==> src/design/lcd_pkg.sv <==
package lcd_pkg;

	// ============================================================
	// message table
	// ============================================================

	localparam int MSG_LEN = 26;
	localparam int INDEX_W = $clog2(MSG_LEN);

	// ============================================================
	// HD44780 command codes
	// ============================================================

	localparam logic [7:0] CMD_FUNCTION_SET = 8'h38;
	localparam logic [7:0] CMD_ENTRY_MODE   = 8'h06;
	localparam logic [7:0] CMD_DISPLAY_ON   = 8'h0C;
	localparam logic [7:0] CMD_CLEAR        = 8'h01;
	localparam logic [7:0] CMD_HOME         = 8'h02;
	localparam logic [7:0] CMD_LINE2        = 8'hC0;

	// ============================================================
	// timing
	// ============================================================

	// 1000 clocks is 20 us at 50 MHz.
	localparam int CLK_DIV_DEFAULT = 1000;
	localparam int CLK_DIV_W       = 16;

	// clear and return-home need well over a millisecond on the panel.
	localparam int SHORT_WAIT_TICKS = 3;
	localparam int LONG_WAIT_TICKS  = 80;
	localparam int WAIT_W           = 7;

	// ============================================================
	// sequencer states
	// ============================================================

	localparam logic [1:0] ST_SETUP  = 2'd0;
	localparam logic [1:0] ST_STROBE = 2'd1;
	localparam logic [1:0] ST_HOLD   = 2'd2;
	localparam logic [1:0] ST_WAIT   = 2'd3;

endpackage

==> src/design/lcd_bus_if.sv <==
interface lcd_bus_if;

	logic       rs;
	logic       rw;
	logic       en;
	logic [7:0] data;

	modport driver (
		output rs,
		output rw,
		output en,
		output data
	);

	modport panel (
		input rs,
		input rw,
		input en,
		input data
	);

endinterface

==> src/design/lcd_tick_gen.sv <==
module lcd_tick_gen (
	input  logic                          clk,
	input  logic                          rst_n,
	input  logic [lcd_pkg::CLK_DIV_W-1:0] clk_div,
	output logic                          tick
);

	import lcd_pkg::*;

	logic [CLK_DIV_W-1:0] cnt;

	// the counter sits at zero out of reset, so the first reload happens on
	// the first clock and the first tick lands clk_div clocks later.
	// tick is registered from the cycle before the counter reaches zero.
	always_ff @(posedge clk or negedge rst_n) begin
		if (!rst_n) begin
			cnt  <= '0;
			tick <= 1'b0;
		end else begin
			if (cnt == '0) begin
				cnt <= clk_div - 1'b1;
			end else begin
				cnt <= cnt - 1'b1;
			end
			tick <= (cnt == CLK_DIV_W'(1));
		end
	end

endmodule

==> src/design/lcd_message_rom.sv <==
module lcd_message_rom (
	input  logic [lcd_pkg::INDEX_W-1:0] index,
	output logic                        entry_rs,
	output logic [7:0]                  entry_byte
);

	import lcd_pkg::*;

	// rs low is a command, rs high is a character for DDRAM.
	always_comb begin
		entry_rs   = 1'b1;
		entry_byte = CMD_HOME;
		case (index)
			// ============================================================
			// initialisation
			// ============================================================
			5'd0:  begin entry_rs = 1'b0; entry_byte = CMD_FUNCTION_SET; end
			5'd1:  begin entry_rs = 1'b0; entry_byte = CMD_ENTRY_MODE; end
			5'd2:  begin entry_rs = 1'b0; entry_byte = CMD_DISPLAY_ON; end
			5'd3:  begin entry_rs = 1'b0; entry_byte = CMD_CLEAR; end
			// ============================================================
			// line one
			// ============================================================
			5'd4:  entry_byte = "H";
			5'd5:  entry_byte = "o";
			5'd6:  entry_byte = "l";
			5'd7:  entry_byte = "a";
			5'd8:  entry_byte = " ";
			5'd9:  entry_byte = "B";
			5'd10: entry_byte = "i";
			5'd11: entry_byte = "e";
			5'd12: entry_byte = "n";
			5'd13: entry_byte = "v";
			5'd14: entry_byte = "e";
			5'd15: entry_byte = "n";
			5'd16: entry_byte = "i";
			5'd17: entry_byte = "d";
			5'd18: entry_byte = "o";
			5'd19: entry_byte = "s";
			// ============================================================
			// line two
			// ============================================================
			5'd20: begin entry_rs = 1'b0; entry_byte = CMD_LINE2; end
			5'd21: entry_byte = "1";
			5'd22: entry_byte = "2";
			5'd23: entry_byte = "3";
			5'd24: entry_byte = "4";
			5'd25: entry_byte = "5";
			// unused indices park the cursor, which is harmless.
			default: begin
				entry_rs   = 1'b0;
				entry_byte = CMD_HOME;
			end
		endcase
	end

endmodule

==> src/design/lcd_sequencer.sv <==
module lcd_sequencer (
	input  logic                        clk,
	input  logic                        rst_n,
	input  logic                        tick,
	output logic [lcd_pkg::INDEX_W-1:0] index,
	input  logic                        entry_rs,
	input  logic [7:0]                  entry_byte,
	lcd_bus_if.driver                   bus
);

	import lcd_pkg::*;

	logic [1:0]        state;
	logic [WAIT_W-1:0] wait_cnt;
	logic              rs_r;
	logic [7:0]        data_r;
	logic              long_wait;

	// clear and return-home are the two slow commands.
	assign long_wait = !rs_r && ((data_r == CMD_CLEAR) || (data_r == CMD_HOME));

	// ============================================================
	// write FSM, advancing one step per tick
	// ============================================================

	// out of reset the FSM sits at the last tick of a wait, so the first
	// tick loads entry 0 and starts its setup phase.
	always_ff @(posedge clk or negedge rst_n) begin
		if (!rst_n) begin
			state    <= ST_WAIT;
			wait_cnt <= '0;
			index    <= '0;
			rs_r     <= 1'b0;
			data_r   <= '0;
		end else if (tick) begin
			case (state)
				ST_SETUP: begin
					state <= ST_STROBE;
				end
				ST_STROBE: begin
					state <= ST_HOLD;
				end
				ST_HOLD: begin
					state <= ST_WAIT;
					if (long_wait) begin
						wait_cnt <= WAIT_W'(LONG_WAIT_TICKS - 1);
					end else begin
						wait_cnt <= WAIT_W'(SHORT_WAIT_TICKS - 1);
					end
					// the bus lines are registered, so the table may move on now.
					if (index == INDEX_W'(MSG_LEN - 1)) begin
						index <= '0;
					end else begin
						index <= index + 1'b1;
					end
				end
				default: begin
					if (wait_cnt == '0) begin
						state  <= ST_SETUP;
						rs_r   <= entry_rs;
						data_r <= entry_byte;
					end else begin
						wait_cnt <= wait_cnt - 1'b1;
					end
				end
			endcase
		end
	end

	// ============================================================
	// bus outputs
	// ============================================================

	// write-only panel; the busy flag is never read.
	assign bus.rw   = 1'b0;
	assign bus.en   = (state == ST_STROBE);
	assign bus.rs   = rs_r;
	assign bus.data = data_r;

endmodule

==> src/design/lcd_top.sv <==
module lcd_top #(
	parameter int CLK_DIV = lcd_pkg::CLK_DIV_DEFAULT
) (
	input  logic       clk,
	input  logic       rst_n,
	output logic       lcd_rs,
	output logic       lcd_rw,
	output logic       lcd_en,
	output logic [7:0] lcd_data
);

	import lcd_pkg::*;

	logic               tick;
	logic [INDEX_W-1:0] index;
	logic               entry_rs;
	logic [7:0]         entry_byte;

	lcd_bus_if bus_if ();

	lcd_tick_gen tick_gen_i (
		.clk     (clk),
		.rst_n   (rst_n),
		.clk_div (CLK_DIV_W'(CLK_DIV)),
		.tick    (tick)
	);

	lcd_message_rom rom_i (
		.index      (index),
		.entry_rs   (entry_rs),
		.entry_byte (entry_byte)
	);

	lcd_sequencer seq_i (
		.clk        (clk),
		.rst_n      (rst_n),
		.tick       (tick),
		.index      (index),
		.entry_rs   (entry_rs),
		.entry_byte (entry_byte),
		.bus        (bus_if.driver)
	);

	assign lcd_rs   = bus_if.rs;
	assign lcd_rw   = bus_if.rw;
	assign lcd_en   = bus_if.en;
	assign lcd_data = bus_if.data;

endmodule

==> config.mk <==
export PLATFORM = sky130hd
export DESIGN_NAME = lcd_top
export DESIGN_NICKNAME = d
export VERILOG_FILES = /design/src/design/lcd_pkg.sv /design/src/design/lcd_bus_if.sv /design/src/design/lcd_tick_gen.sv /design/src/design/lcd_message_rom.sv /design/src/design/lcd_sequencer.sv /design/src/design/lcd_top.sv
export SDC_FILE = /design/constraint.sdc
export NUM_CORES = 1
export LEC_CHECK = 0
export ABC_CLOCK_PERIOD_IN_PS = 2600
export BUFFER_PORTS_ARGS = -buffer_cell sky130_fd_sc_hd__clkbuf_2
export CORE_MARGIN = 8
export CORE_UTILIZATION = 51
export CTS_BUF_LIST = sky130_fd_sc_hd__clkbuf_8
export CTS_CLUSTER_DIAMETER = 80
export CTS_CLUSTER_SIZE = 16
export DETAILED_ROUTE_END_ITERATION = 16
export PLACE_DENSITY_LB_ADDON = 0.25
export SETUP_SLACK_MARGIN = 0.1
export SLEW_MARGIN = 10
export SYNTH_ARGS = -nofsm -noshare
export SYNTH_HDL_FRONTEND = slang
export SYNTH_HIERARCHICAL = 1
export SYNTH_SLANG_ARGS = --single-unit
==> constraint.sdc <==
create_clock -name clk -period 2.6 [get_ports clk]
set_input_delay 0.65 -clock clk [delete_from_list [all_inputs] [get_ports clk]]
set_output_delay 0.65 -clock clk [all_outputs]
set_load 0.03 [all_outputs]
==> flow_summary.yaml <==
status:
  outcome: "completed"
die:
  io-pin-count: 13
  die_h_um: 90.30
  floorplan.die.width_um: 90.30
  total_die_area_mm2: 0.008153
  core-area_mm2: 0.005405
  start_util_pct: 52.08
  floorplan.rows: 27
worst_setup_path:
  critical_path.top_delay_family: "simple AND/OR/NAND/NOR gates"
  worstReg2RegEnd: "seq_i/wait_cnt[0]"
  worst_setup_path_end_kind: "flip-flop"
  crit_path_cell_trace: "inv_1, ha_1, or4b_2, o21bai_2, mux2_2"
  cp_data_required_time_ns: 2.78
  critical_path.startpoint_type: "flip-flop"
  critical_path.max_stage_delay_ns: 0.65
  worstPathMaxFanout: 7
  reg2reg_path_depth: 5
  worst-endpoint-arrival_ns: 2.42
  buf_inv_on_cp: 1
  critical_path.reg2reg.startpoint: "seq_i/state[0]"
  timing.reg2reg.setup_slack_ns: 0.36
  critPathKind: "flip-flop to flip-flop"
  cell_at_the_slowest_stage_of_the_critical_path: "sky130_fd_sc_hd__or4b_2"
final_layout:
  drive_gt1_share_pct: 10.68
  stdcell_count: 437
  areaGrowthSynthToFinish_pct: 12.84
  diodes: 0
  stdcell_area_mm2: 0.003177
  nets: 378
global_route:
  grt-ovfl-total: 0
  grt_usage_pct: 13.30
  antenna_found_initial: 0
  grt_start_max_net_pins: 28
  first_global_vias: 1991
  first_pass_grt_wire_length_um: 9190
synthesis:
  combined_area_of_all_synthesized_cells_mm2: 0.002815
  synth-async-reset-ratio_pct: 100.0
  count_of_flip_flops_with_a_built_in_enable_after_synthesis: 0
  synth_seq_cells: 40
  post_synth_inst_count: 303
  seq_area_frac_synth_pct: 35.64
  syn_area_per_cell_um2: 9.291
  yosys_most_used_dff: "sky130_fd_sc_hd__dfrtp_1"
  ys_types: 64
  ys_warn_count: 6
placement:
  placement_setup_slack_ns: 0.3682
  buffer_ports.inserted: 11
  gpl.final_weighted_congestion: 0.7937
  post-place-cells: 429
  detailed_place_hpwl_um: 3891
  place_area_mm2: 0.003065
sta:
  tns_ns: 0
  worst_slew_pin_slew_ns: 0.7144
  fin_hold_ws_ns: 0.3114
  achievable-frequency_mhz: 446.5
  setup_repair_after_global_routing_missed_its_margin: "no"
  finalCritPeriodShare_pct: 86.14
  max_slew_margin_pct: 52.37
  finalSetupViolations: 0
  final.min_clock_period_ns: 2.240
  final_hold_viol_count: 0
  finalClockSkew_ns: 0.008929
  slew_violations: 0
  finalWorstSetupSlack_ns: 0.3604
cts:
  clk_transition_reported_paths_ns: 0.08
  clock_sink_count: 40
  clk-insertion-delay-late_ns: 0.29
  cts-buffers-inserted: 5
  clockBufferDepth: 2
  cts_tree: "built"
  total_setup_buffers_inserted_after_cts: 0
  clockRootBuffer: "sky130_fd_sc_hd__clkbuf_8"
  cts_resized: 0
  cts_hold_fix_bufs: 0
  htreeDepth: 2
drt:
  num_vias: 2231
  drt_first_iter_violations: 48
  dr.pass1.iters: 4
  drt_drc_violations_left: 0
  avgViaCountPerCell: 5.105
  antenna_left: 0
  routed_wirelength_um: 5296
  average_detailed_routed_wire_length_per_instance_um: 12.12
run:
  drv_cap: 0
power_and_ir_drop:
  max-vdd-ir-drop_v: 0.0003493
  power.density_mw_per_mm2: 484.6
  total_leakage_power_uw: 0.001492
hold_path:
  hold_path_class: "input port to asynchronous set/reset pin"
-- through the flow --
step                power (µW)  util (%)
floorplan                986.0         -
global placement          1033     56.71
detailed placement        1048     56.71
CTS                       1562     58.77
global route              1636     58.77
finish                    1539     58.77
-- flip-flops by register name, indices dropped and copies added (netlist names) --
signal and flops:
seq_i/wait_cnt 7, tick_gen_i/cnt 16, seq_i/state 2, seq_i/index 5
seq_i/bus.data 8, tick_gen_i/tick 1, seq_i/bus.rs 1
-- layout by cell type (no fill, tap or decap), drive strengths merged, types with 3 or more instances in the layout --
master and n:
xor2 8, o31ai 3, o21ai 16, and3 3, or4 4, xnor2 16, dfrtp 38, buf 3
nor2 24, or3 5, mux2 11, nor4 11, conb 58, inv 14, o211ai 5, clkbuf 16
a21oi 15, ha 12, nand2 22, nand3 12, a21o 6, mux2i 7, nand2b 3, nor3 12
nor3b 5
-- final cells by class --
type / count / area, µm²
inverter: 14 / 52.55
timing repair buffer: 14 / 77.57
clock buffer: 5 / 68.82
sequential: 40 / 1003
tap: 72 / 90.09
multi-input combinational: 289 / 1842
fill: 500 / 2228
clock inverter: 3 / 42.54
-- Yosys cell counts (3+ instances only) --
cell type,instances,area (µm²)
sky130_fd_sc_hd__o21ai_0,13,65.06
sky130_fd_sc_hd__a21oi_1,15,75.07
sky130_fd_sc_hd__o31ai_1,3,22.52
sky130_fd_sc_hd__ha_1,12,150.1
sky130_fd_sc_hd__or4_1,3,22.52
sky130_fd_sc_hd__nand2b_1,3,18.77
sky130_fd_sc_hd__o21ai_1,3,15.01
sky130_fd_sc_hd__mux2i_1,7,70.07
sky130_fd_sc_hd__inv_1,13,48.80
sky130_fd_sc_hd__nand3_1,11,55.05
sky130_fd_sc_hd__buf_4,3,22.52
sky130_fd_sc_hd__nor2_1,24,90.09
sky130_fd_sc_hd__conb_1,3,11.26
sky130_fd_sc_hd__nor3b_1,5,37.54
sky130_fd_sc_hd__buf_6,7,78.83
sky130_fd_sc_hd__nor4_1,10,62.56
sky130_fd_sc_hd__buf_2,3,15.01
sky130_fd_sc_hd__or3_1,4,25.02
sky130_fd_sc_hd__mux2_1,6,67.56
sky130_fd_sc_hd__dfrtp_1,38,950.9
sky130_fd_sc_hd__and3_1,3,18.77
sky130_fd_sc_hd__o211ai_1,4,30.03
sky130_fd_sc_hd__nand2_1,22,82.58
sky130_fd_sc_hd__mux2_2,5,56.30
sky130_fd_sc_hd__xnor2_1,16,140.1
sky130_fd_sc_hd__nor3_1,12,60.06
sky130_fd_sc_hd__xor2_1,8,70.07
sky130_fd_sc_hd__a21o_1,6,45.04
-- worst max-delay path by stage --
stage	startpoint	endpoint	slack, ns	cells after the start
4_1_cts	seq_i/state[0]	seq_i/wait_cnt[0]	0.35	5
6_report	seq_i/state[0]	seq_i/wait_cnt[0]	0.36	5
5_1_grt	seq_i/state[0]	seq_i/wait_cnt[0]	0.26	5
3_5_place_dp	seq_i/state[0]	seq_i/wait_cnt[0]	0.37	5
2_1_floorplan	seq_i/state[1]	seq_i/wait_cnt[4]	0.38	7
3_3_place_gp	seq_i/state[0]	seq_i/wait_cnt[0]	0.43	5
-- cell families after synthesis --
family          after synthesis  synth area share, %
simple gates                115                23.29
compound gates               62                14.71
flops                        40                35.64
buf+inv                      29                6.267
xor+xnor                     24                7.467
mux                          18                6.889
fa+ha+maj                    12                5.333
other cells                   3               0.4000
-- where the power goes --
part           internal, µW  leakage, µW  switching (µW)
Combinational           124     0.000928             135
Sequential              692     0.000509            83.7
Clock                   284    0.0000541             221
-- layer usage --
layer / up-vias / GRT usage (%) / wire length, µm
met1: 1042 / 16.00 / 2405
li1: 1151 / - / -
met2: 33 / 22.70 / 2604
met5: - / 0 / 0
met4: 0 / 4.161 / 65
met3: 5 / 3.325 / 220
Note: power is estimated with default switching activity, not from simulation.
